File: src/verilog/ex_isa_pkg.sv
`default_nettype none

package ex_isa_pkg;

    typedef logic [31:0] word_t;
    typedef logic [63:0] dword_t;
    typedef logic [5:0]  alu_op_t;
    typedef logic [2:0]  res_sel_t;

    // operation codes as the decoder hands them to the stage
    localparam alu_op_t OR    = 6'h00;
    localparam alu_op_t NOR   = 6'h01;
    localparam alu_op_t AND   = 6'h02;
    localparam alu_op_t XOR   = 6'h03;
    localparam alu_op_t SLL   = 6'h04;
    localparam alu_op_t SRL   = 6'h05;
    localparam alu_op_t SRA   = 6'h06;
    localparam alu_op_t ADD   = 6'h07;
    localparam alu_op_t SUB   = 6'h08;
    localparam alu_op_t SLT   = 6'h09;
    localparam alu_op_t SLTU  = 6'h0a;
    localparam alu_op_t MUL   = 6'h0b;
    localparam alu_op_t MULH  = 6'h0c;
    localparam alu_op_t MULHU = 6'h0d;
    localparam alu_op_t DIV   = 6'h0e;
    localparam alu_op_t DIVU  = 6'h0f;
    localparam alu_op_t MOD   = 6'h10;
    localparam alu_op_t MODU  = 6'h11;
    localparam alu_op_t LDB   = 6'h12;
    localparam alu_op_t LDBU  = 6'h13;
    localparam alu_op_t LDH   = 6'h14;
    localparam alu_op_t LDHU  = 6'h15;
    localparam alu_op_t LDW   = 6'h16;
    localparam alu_op_t LLW   = 6'h17;
    localparam alu_op_t STB   = 6'h18;
    localparam alu_op_t STH   = 6'h19;
    localparam alu_op_t STW   = 6'h1a;
    localparam alu_op_t SCW   = 6'h1b;

    // which datapath produces the result
    localparam res_sel_t SEL_LOGIC = 3'd0;
    localparam res_sel_t SEL_SHIFT = 3'd1;
    localparam res_sel_t SEL_ARITH = 3'd2;
    localparam res_sel_t SEL_MUL   = 3'd3;
    localparam res_sel_t SEL_DIV   = 3'd4;
    localparam res_sel_t SEL_MEM   = 3'd5;

    function automatic res_sel_t op_sel(alu_op_t op);
        case (op)
            OR, NOR, AND, XOR: return SEL_LOGIC;
            SLL, SRL, SRA: return SEL_SHIFT;
            MUL, MULH, MULHU: return SEL_MUL;
            DIV, DIVU, MOD, MODU: return SEL_DIV;
            LDB, LDBU, LDH, LDHU, LDW, LLW, STB, STH, STW, SCW: return SEL_MEM;
            default: return SEL_ARITH;   // add, sub and the compares
        endcase
    endfunction

endpackage

`default_nettype wire

File: src/verilog/ex_mem_pkg.sv
`default_nettype none

package ex_mem_pkg;

    localparam int WB_DATA_W = 32;
    localparam int WB_SEL_W  = WB_DATA_W / 8;

    typedef logic [1:0]          mem_size_t;
    typedef logic [WB_SEL_W-1:0] wb_sel_t;
    typedef logic [31:0]         wb_addr_t;   // byte address, upper bits may be masked off

    // access size code carried with every request
    localparam mem_size_t SIZE_B = 2'd0;
    localparam mem_size_t SIZE_H = 2'd1;
    localparam mem_size_t SIZE_W = 2'd2;

endpackage

`default_nettype wire

File: src/verilog/ex_div_if.sv
`timescale 1ns/1ps
`default_nettype none

interface ex_div_if;
    import ex_isa_pkg::*;

    logic   start;
    logic   signed_op;
    word_t  dividend;
    word_t  divisor;
    logic   done;
    dword_t result;   // quotient low, remainder high

    modport master (
        output start, signed_op, dividend, divisor,
        input  done, result
    );

    modport slave (
        input  start, signed_op, dividend, divisor,
        output done, result
    );

endinterface

`default_nettype wire

File: src/verilog/ex_mem_if.sv
`timescale 1ns/1ps
`default_nettype none

interface ex_mem_if;
    import ex_isa_pkg::*;
    import ex_mem_pkg::*;

    logic      req;
    logic      we;
    wb_addr_t  addr;
    word_t     wdata;
    wb_sel_t   sel;
    mem_size_t size;
    logic      sign_ext;
    logic      ack;
    word_t     rdata;   // load data, already extended when ack is high

    modport master (
        output req, we, addr, wdata, sel, size, sign_ext,
        input  ack, rdata
    );

    modport slave (
        input  req, we, addr, wdata, sel, size, sign_ext,
        output ack, rdata
    );

endinterface

`default_nettype wire

File: src/verilog/ex.sv
`timescale 1ns/1ps
`default_nettype none

module ex #(
    parameter int WB_ADDR_W = 32
) (
    input  logic                clk,
    input  logic                rst,
    input  logic                in_valid,
    input  ex_isa_pkg::alu_op_t in_op,
    input  ex_isa_pkg::word_t   in_reg1,
    input  ex_isa_pkg::word_t   in_reg2,
    input  ex_isa_pkg::word_t   in_inst,
    output logic                in_ready,
    output logic                out_valid,
    output ex_isa_pkg::word_t   out_data,
    output logic                out_ale,
    ex_div_if.master            div,
    ex_mem_if.master            mem
);
    import ex_isa_pkg::*;
    import ex_mem_pkg::*;

    localparam wb_addr_t ADDR_MASK = wb_addr_t'((64'd1 << WB_ADDR_W) - 64'd1);

    typedef enum logic [1:0] {IDLE, DIV_WAIT, MEM_WAIT} state_t;

    state_t    state;
    logic      ll_bit;
    logic      pick_rem;   // modulo takes the remainder half
    logic      is_sc;
    res_sel_t  res_sel;
    logic      sub_op;
    word_t     sum;
    logic      slt;
    logic      mul_signed;
    word_t     mul_a;
    word_t     mul_b;
    dword_t    mul_mag;
    dword_t    mul_res;
    word_t     alu_res;
    wb_addr_t  addr;
    mem_size_t size;
    logic      misaligned;
    logic      is_store;
    wb_sel_t   strobe;
    word_t     wdata;

    assign res_sel = op_sel(in_op);
    assign in_ready = (state == IDLE);

    // =========================================================================
    // single-cycle datapath
    // =========================================================================
    assign sub_op = (in_op == SUB) || (in_op == SLT);
    assign sum = in_reg1 + (sub_op ? ~in_reg2 + 32'd1 : in_reg2);
    assign slt = (in_reg1[31] && !in_reg2[31]) || ((in_reg1[31] == in_reg2[31]) && sum[31]);

    // multiply the magnitudes, then put the sign back
    assign mul_signed = (in_op == MUL) || (in_op == MULH);
    assign mul_a = (mul_signed && in_reg1[31]) ? -in_reg1 : in_reg1;
    assign mul_b = (mul_signed && in_reg2[31]) ? -in_reg2 : in_reg2;
    assign mul_mag = dword_t'(mul_a) * dword_t'(mul_b);
    assign mul_res = (mul_signed && (in_reg1[31] ^ in_reg2[31])) ? -mul_mag : mul_mag;

    always_comb begin
        case (in_op)
            OR: alu_res = in_reg1 | in_reg2;
            NOR: alu_res = ~(in_reg1 | in_reg2);
            AND: alu_res = in_reg1 & in_reg2;
            XOR: alu_res = in_reg1 ^ in_reg2;
            SLL: alu_res = in_reg1 << in_reg2[4:0];
            SRL: alu_res = in_reg1 >> in_reg2[4:0];
            SRA: alu_res = ({32{in_reg1[31]}} << (6'd32 - {1'b0, in_reg2[4:0]}))
                           | (in_reg1 >> in_reg2[4:0]);   // fill mask over the top bits
            ADD, SUB: alu_res = sum;
            SLT: alu_res = {31'b0, slt};
            SLTU: alu_res = {31'b0, in_reg1 < in_reg2};
            MUL: alu_res = mul_res[31:0];
            MULH, MULHU: alu_res = mul_res[63:32];
            default: alu_res = '0;
        endcase
    end

    // =========================================================================
    // address, strobes and alignment
    // =========================================================================
    always_comb begin
        case (in_op)
            STB, STH, STW: addr = in_reg1 + {{20{in_inst[21]}}, in_inst[21:10]};
            SCW: addr = in_reg1 + {{16{in_inst[23]}}, in_inst[23:10], 2'b00};
            default: addr = in_reg1 + in_reg2;
        endcase
    end

    always_comb begin
        case (in_op)
            LDB, LDBU, STB: size = SIZE_B;
            LDH, LDHU, STH: size = SIZE_H;
            default: size = SIZE_W;
        endcase
    end

    always_comb begin
        case (size)
            SIZE_B: begin
                strobe = wb_sel_t'(4'b0001 << addr[1:0]);
                wdata = {4{in_reg2[7:0]}};
            end
            SIZE_H: begin
                strobe = addr[1] ? 4'b1100 : 4'b0011;
                wdata = {2{in_reg2[15:0]}};
            end
            default: begin
                strobe = 4'b1111;
                wdata = in_reg2;
            end
        endcase
    end

    assign misaligned = ((size == SIZE_H) && addr[0])
                        || ((size == SIZE_W) && (addr[1:0] != 2'b00));
    assign is_store = (in_op == STB) || (in_op == STH) || (in_op == STW) || (in_op == SCW);

    // =========================================================================
    // issue control and result register
    // =========================================================================
    always_ff @(posedge clk) begin
        out_valid <= 1'b0;
        out_ale <= 1'b0;
        div.start <= 1'b0;
        mem.req <= 1'b0;
        if (rst) begin
            state <= IDLE;
            ll_bit <= 1'b0;
        end else begin
            case (state)
                IDLE: begin
                    if (in_valid) begin
                        if (res_sel == SEL_DIV) begin
                            div.start <= 1'b1;
                            div.signed_op <= (in_op == DIV) || (in_op == MOD);
                            div.dividend <= in_reg1;
                            div.divisor <= in_reg2;
                            pick_rem <= (in_op == MOD) || (in_op == MODU);
                            state <= DIV_WAIT;
                        end else if (res_sel == SEL_MEM && misaligned) begin
                            out_valid <= 1'b1;   // ALE, no bus cycle
                            out_ale <= 1'b1;
                            out_data <= '0;
                        end else if (in_op == SCW && !ll_bit) begin
                            out_valid <= 1'b1;
                            out_data <= '0;
                        end else if (res_sel == SEL_MEM) begin
                            mem.req <= 1'b1;
                            mem.we <= is_store;
                            mem.addr <= addr & ADDR_MASK;
                            mem.wdata <= wdata;
                            mem.sel <= strobe;
                            mem.size <= size;
                            mem.sign_ext <= (in_op == LDB) || (in_op == LDH);
                            is_sc <= (in_op == SCW);
                            if (in_op == LLW) begin
                                ll_bit <= 1'b1;
                            end else if (in_op == SCW) begin
                                ll_bit <= 1'b0;   // reservation used up by this store
                            end
                            state <= MEM_WAIT;
                        end else begin
                            out_valid <= 1'b1;
                            out_data <= alu_res;
                        end
                    end
                end
                DIV_WAIT: begin
                    if (div.done) begin
                        out_valid <= 1'b1;
                        out_data <= pick_rem ? div.result[63:32] : div.result[31:0];
                        state <= IDLE;
                    end
                end
                MEM_WAIT: begin
                    if (mem.ack) begin
                        out_valid <= 1'b1;
                        if (is_sc) begin
                            out_data <= 32'd1;
                        end else if (mem.we) begin
                            out_data <= '0;
                        end else begin
                            out_data <= mem.rdata;
                        end
                        state <= IDLE;
                    end
                end
                default: state <= IDLE;
            endcase
        end
    end

    // only one unit is ever started per accepted operation
    assert property (@(posedge clk) disable iff (rst) !(div.start && mem.req));

endmodule

`default_nettype wire

File: src/verilog/ex_divider.sv
`timescale 1ns/1ps
`default_nettype none

module ex_divider (
    input  logic     clk,
    input  logic     rst,
    ex_div_if.slave  div
);
    import ex_isa_pkg::*;

    typedef enum logic [1:0] {IDLE, RUN, FIX} state_t;

    state_t      state;
    logic [4:0]  count;
    word_t       quo;   // dividend shifts out as quotient bits shift in
    word_t       rem;
    word_t       dvs;
    logic        neg_q;
    logic        neg_r;
    logic [32:0] trial;

    // shift one dividend bit into the partial remainder and try the subtract
    assign trial = {rem, quo[31]} - {1'b0, dvs};

    always_ff @(posedge clk) begin
        if (rst) begin
            state <= IDLE;
        end else begin
            case (state)
                IDLE: begin
                    if (div.start) begin
                        rem <= '0;
                        quo <= (div.signed_op && div.dividend[31]) ? -div.dividend
                                                                   : div.dividend;
                        dvs <= (div.signed_op && div.divisor[31]) ? -div.divisor
                                                                  : div.divisor;
                        // a zero divisor keeps the all-ones quotient unsigned
                        neg_q <= div.signed_op && (div.dividend[31] ^ div.divisor[31])
                                 && (div.divisor != '0);
                        neg_r <= div.signed_op && div.dividend[31];
                        count <= '0;
                        state <= RUN;
                    end
                end
                RUN: begin
                    if (!trial[32]) begin
                        rem <= trial[31:0];
                        quo <= {quo[30:0], 1'b1};
                    end else begin
                        rem <= {rem[30:0], quo[31]};
                        quo <= {quo[30:0], 1'b0};
                    end
                    count <= count + 5'd1;
                    if (count == 5'd31) begin
                        state <= FIX;
                    end
                end
                default: state <= IDLE;   // fix-up cycle lasts one clock
            endcase
        end
    end

    // signs are applied while done is high
    assign div.done = (state == FIX);
    assign div.result = {neg_r ? -rem : rem, neg_q ? -quo : quo};

    // the stage has to wait for done before it starts the next divide
    assert property (@(posedge clk) disable iff (rst) div.start |-> state == IDLE);

endmodule

`default_nettype wire

File: src/verilog/ex_lsu_wb.sv
`timescale 1ns/1ps
`default_nettype none

module ex_lsu_wb #(
    parameter int WB_ADDR_W = 32
) (
    input  logic                 clk,
    input  logic                 rst,
    input  ex_isa_pkg::word_t    wb_rdata,
    input  logic                 wb_ack,
    output logic                 wb_cyc,
    output logic                 wb_stb,
    output logic                 wb_we,
    output ex_mem_pkg::wb_addr_t wb_adr,
    output ex_isa_pkg::word_t    wb_wdata,
    output ex_mem_pkg::wb_sel_t  wb_sel,
    ex_mem_if.slave              mem
);
    import ex_isa_pkg::*;
    import ex_mem_pkg::*;

    typedef enum logic {IDLE, BUS} state_t;

    state_t               state;
    logic [WB_ADDR_W-1:0] adr_q;
    mem_size_t            size_q;
    logic                 sign_q;
    word_t                lane;
    word_t                load_ext;

    assign wb_cyc = (state == BUS);
    assign wb_stb = (state == BUS);
    assign wb_adr = wb_addr_t'(adr_q);

    // addressed byte or half moved down to bit 0
    assign lane = wb_rdata >> {adr_q[1:0], 3'b000};

    always_comb begin
        case (size_q)
            SIZE_B: load_ext = {{24{sign_q & lane[7]}}, lane[7:0]};
            SIZE_H: load_ext = {{16{sign_q & lane[15]}}, lane[15:0]};
            default: load_ext = wb_rdata;
        endcase
    end

    always_ff @(posedge clk) begin
        mem.ack <= 1'b0;
        if (rst) begin
            state <= IDLE;
        end else begin
            case (state)
                IDLE: begin
                    if (mem.req) begin
                        wb_we <= mem.we;
                        adr_q <= mem.addr[WB_ADDR_W-1:0];
                        wb_wdata <= mem.wdata;
                        wb_sel <= mem.sel;
                        size_q <= mem.size;
                        sign_q <= mem.sign_ext;
                        state <= BUS;
                    end
                end
                BUS: begin
                    if (wb_ack) begin   // cyc and stb drop on the next clock
                        mem.ack <= 1'b1;
                        mem.rdata <= load_ext;
                        state <= IDLE;
                    end
                end
                default: state <= IDLE;
            endcase
        end
    end

    assert property (@(posedge clk) disable iff (rst) wb_stb |-> wb_cyc);

endmodule

`default_nettype wire

File: src/verilog/ex_top.sv
`timescale 1ns/1ps
`default_nettype none

module ex_top #(
    parameter int WB_ADDR_W = 32
) (
    input  logic                 clk,
    input  logic                 rst,
    input  logic                 in_valid,
    input  ex_isa_pkg::alu_op_t  in_op,
    input  ex_isa_pkg::word_t    in_reg1,
    input  ex_isa_pkg::word_t    in_reg2,
    input  ex_isa_pkg::word_t    in_inst,
    output logic                 in_ready,
    output logic                 out_valid,
    output ex_isa_pkg::word_t    out_data,
    output logic                 out_ale,
    output logic                 wb_cyc,
    output logic                 wb_stb,
    output logic                 wb_we,
    output ex_mem_pkg::wb_addr_t wb_adr,
    output ex_isa_pkg::word_t    wb_wdata,
    output ex_mem_pkg::wb_sel_t  wb_sel,
    input  ex_isa_pkg::word_t    wb_rdata,
    input  logic                 wb_ack
);

    ex_div_if div_if_i ();
    ex_mem_if mem_if_i ();

    ex #(
        .WB_ADDR_W (WB_ADDR_W)
    ) ex_i (
        .clk       (clk),
        .rst       (rst),
        .in_valid  (in_valid),
        .in_op     (in_op),
        .in_reg1   (in_reg1),
        .in_reg2   (in_reg2),
        .in_inst   (in_inst),
        .in_ready  (in_ready),
        .out_valid (out_valid),
        .out_data  (out_data),
        .out_ale   (out_ale),
        .div       (div_if_i.master),
        .mem       (mem_if_i.master)
    );

    ex_divider ex_divider_i (
        .clk (clk),
        .rst (rst),
        .div (div_if_i.slave)
    );

    ex_lsu_wb #(
        .WB_ADDR_W (WB_ADDR_W)
    ) ex_lsu_wb_i (
        .clk      (clk),
        .rst      (rst),
        .wb_rdata (wb_rdata),
        .wb_ack   (wb_ack),
        .wb_cyc   (wb_cyc),
        .wb_stb   (wb_stb),
        .wb_we    (wb_we),
        .wb_adr   (wb_adr),
        .wb_wdata (wb_wdata),
        .wb_sel   (wb_sel),
        .mem      (mem_if_i.slave)
    );

endmodule

`default_nettype wire
File: config.mk
export PLATFORM = sky130hd
export DESIGN_NAME = ex_top
export DESIGN_NICKNAME = d
export VERILOG_FILES = /design/src/verilog/ex_isa_pkg.sv /design/src/verilog/ex_mem_pkg.sv /design/src/verilog/ex_div_if.sv /design/src/verilog/ex_mem_if.sv /design/src/verilog/ex.sv /design/src/verilog/ex_divider.sv /design/src/verilog/ex_lsu_wb.sv /design/src/verilog/ex_top.sv
export SDC_FILE = /design/constraint.sdc
export NUM_CORES = 2
export LEC_CHECK = 0
export ABC_AREA = 0
export ABC_CLOCK_PERIOD_IN_PS = 26800
export BUFFER_PORTS_ARGS = -buffer_cell sky130_fd_sc_hd__buf_2
export CORE_MARGIN = 1.5
export CORE_UTILIZATION = 40
export DETAILED_ROUTE_END_ITERATION = 8
export SKIP_CTS_REPAIR_TIMING = 1
export SLEW_MARGIN = 30
export SYNTH_ARGS = -nofsm -noshare
export SYNTH_HDL_FRONTEND = slang
export SYNTH_HIERARCHICAL = 1
export SYNTH_SLANG_ARGS = --single-unit
File: constraint.sdc
create_clock -name clk -period 26.8 [get_ports clk]
set_input_delay 5.36 -clock clk [delete_from_list [all_inputs] [get_ports clk]]
set_output_delay 5.36 -clock clk [all_outputs]
set_load 0.01 [all_outputs]
==> summary.txt <==
Outcome
  – Status: finished clean

Timing
  – Final min period: 18,380 ps
  – RSZ-0062 raised after global routing: no
  – Period utilization: roughly two thirds
  – Slew @ Worst Pin: ~1100 ps
  – Final max-slew violation count: 0
  – Hold Vio Cnt, Final: 0
  – Rel. slew slack: approximately 28%
  – Highest clock rate: ~54 MHz
  – Final setup viols: 0
  – Setup TNS: 0 ps
  – Clock skew: about 18 ps
  – Final Hold Slack: about 410 ps

Clock network
  – CTS tree: yes
  – CTS sink cnt: around 390
  – Clock Tree Root: clkbuf_16
  – H-tree levels: 2
  – CTS buffer count: 43
  – Clk slew on worst S/H paths: 70 ps
  – Max Buffers Root-to-Sink: 3
  – Clk_lat worst skew: approximately 590 ps

Synth
  – Main synth FF type: edfxtp_1
  – Synthesized area: between 0.06 and 0.07 mm^2
  – Sequential area share after synthesis: ~17%
  – Number of synthesized flops with an enable pin: between 300 and 400
  – Library cells used by synthesis: between 100 and 150
  – Cells after Synth: slightly below 8,000
  – Dominant cell by count in the synthesized netlist: inv_1
  – Synth top cells by count: inv_1, nor2_1, fa_1
  – Flops & latches, synth: about 390
  – Share of the synthesized area in the top cell type: 26.6%
  – Synth async-reset ratio: 0%
  – Area leader, netlist: fa_1
  – Syn avg cell area: slightly below 9 um^2
  – Top cells by area, synth: fa_1, edfxtp_1, ha_1
  – Yosys warns: 6
  – Syn_nets: around 9,400

Worst setup path
  – RR Startpoint: ex_divider_i/quo[1]
  – Crit path kind: in -> reg
  – Peak per-stage delay on the critical path: between 700 and 800 ps
  – Worst EP required: between 20,000 and 30,000 ps
  – Worst setup SP type: input pin
  – RR Endpoint: ex_i/out_data[30]
  – WP data arrival: around 19,000 ps
  – Crit path capture type: flop
  – R2R setup slack: 21,400 ps
  – Slowest-stage cell, CP: o41ai_1
  – Top cell by count, worst path: fa_1
  – Worst r2r path cells: 17
  – Crit Path Max Fanout: 43

Hold path
  – Min-Delay Path Depth: 0
  – Hold path start: ex_i/mem.wdata[12]
  – Hold Crit Endpoint: ex_lsu_wb_i/wb_wdata[12]
  – Hold Path Class: reg -> reg

Floorplan
  – Die W: between 400 and 500 um
  – Die area: ~0.17 mm^2
  – Std-Cell Core Area: around 0.17 mm^2
  – Initial Utilization: approximately two fifths
  – DIE HEIGHT: ~410 um
  – Num ports: approximately 240
  – Row count: 150

Route
  – Detailed router's first-iteration violation count: slightly below 7,000
  – Post-DR vias/cell: ~5.9
  – Drt drc: 0
  – DRT Wirelength: roughly 290,000 um
  – Number of detailed-route iterations in the first pass: 6
  – Antenna Violating Nets Remaining: 0
  – Vias: around 60,000
  – Routed len/inst: about 28 um

Global routing
  – GRT Total Usage: between 30% and 40%
  – First-pass GRT wire length: between 400,000 and 500,000 um
  – Vias in the first global route: 59,403
  – Grt ovf: 0
  – Largest net degree at the start of global routing: 90
  – Initial antenna violation count: 26

Place
  – Dpl cells: 10,061
  – PortBufs: around 230
  – Final HPWL DP: ~220,000 um
  – GPL Wtd Cong: between 1 and 1.5

Finish
  – Syn-to-layout area delta: 9.81%
  – Area of the multi-input gates: between 0.05 and 0.06 mm^2
  – Final nets: between 9,000 and 10,000
  – Fill count: about 17,000
  – Share of layout cells above drive strength 1: a little under a tenth
  – Fin cells: 10,153
  – FF/Latch Area: around 0.012 mm^2

Job
  – Maxcap violations: 0
==> worst max path at each step <==
| stage | depth (start not counted) | slack (ps) | to | startpoint |
|---|---|---|---|---|
| detailed placement | 38 | 8220 | ex_i/out_data[27] | in_reg2[0] |
| floorplan | 41 | 9790 | ex_i/out_data[31] | in_reg2[1] |
| CTS | 38 | 8810 | ex_i/out_data[27] | in_reg2[0] |
| global placement | 37 | 8280 | ex_i/out_data[27] | in_reg2[0] |
| finish | 38 | 8420 | ex_i/out_data[26] | in_reg2[0] |
| global route | 38 | 8000 | ex_i/out_data[26] | in_reg2[0] |
==> cells by family after synthesis <==
kind of cell | Yosys count | share of synthesized area [%]
and+or+nand+nor | 2465 | 16.0
AOI/OAI and AO/OA | 1423 | 13.5
xor gates and xnor gates | 464 | 6.01
DFF | 389 | 17.1
adders and majority gates | 1395 | 35.8
buffers and inverters | 1502 | 8.44
muxes | 185 | 3.12
==> per-layer routing <==
| metal | vias up | share of wire, % | global-route usage (%) |
|---|---|---|---|
| met5 | - | 0.046 | 0.306 |
| met2 | 3234 | 43 | 49.2 |
| li1 | 26046 | - | - |
| met4 | 10 | 5.5 | 15.0 |
| met3 | 621 | 9.8 | 6.05 |
| met1 | 30419 | 42 | 45.4 |
==> metrics by stage <==
step	util, %	instance area (um^2)	setup WS, ps
after global placement	43.2	72400	8280
after global routing	44.3	74300	8000
after detailed placement	43.4	72700	8220
after CTS	44.2	74100	8810
after floorplan	-	67700	9790
final	44.3	74300	8420
==> cell usage in the layout, fill, tap and decap left out, drive strengths merged, types with 49 or more instances in the layout <==
cell	n
nor2	958
ha	495
a221oi	53
nand2	899
a21oi	383
nor2b	57
xnor2	352
buf	433
nor3	111
inv	1110
o31ai	59
fa	900
a21o	93
nand2b	49
edfxtp	378
o21ai	393
xor2	112
nand3	87
mux2i	122
==> worst max-delay path: cells and delay by family <==
family	cells	cell delay, ps
AOI/OAI and AO/OA	6	2610
xor gates and xnor gates	3	740
adders and majority gates	10	4670
buffers and inverters	7	1320
and+or+nand+nor	12	3880
==> final cells by class <==
type | count | share of cell area [%]
inverter | 1108 | 5.60
clock buffer | 47 | 1.47
multi-input combinational | 5932 | 69.3
sequential | 389 | 15.6
tap | 2204 | 3.71
antenna | 9 | 0.0303
clock inverter | 31 | 0.493
timing repair buffer | 433 | 3.87
Power is left out: the tool's default activity adds up to more than one toggle a clock period on the data nets, which glitch-free logic cannot reach.
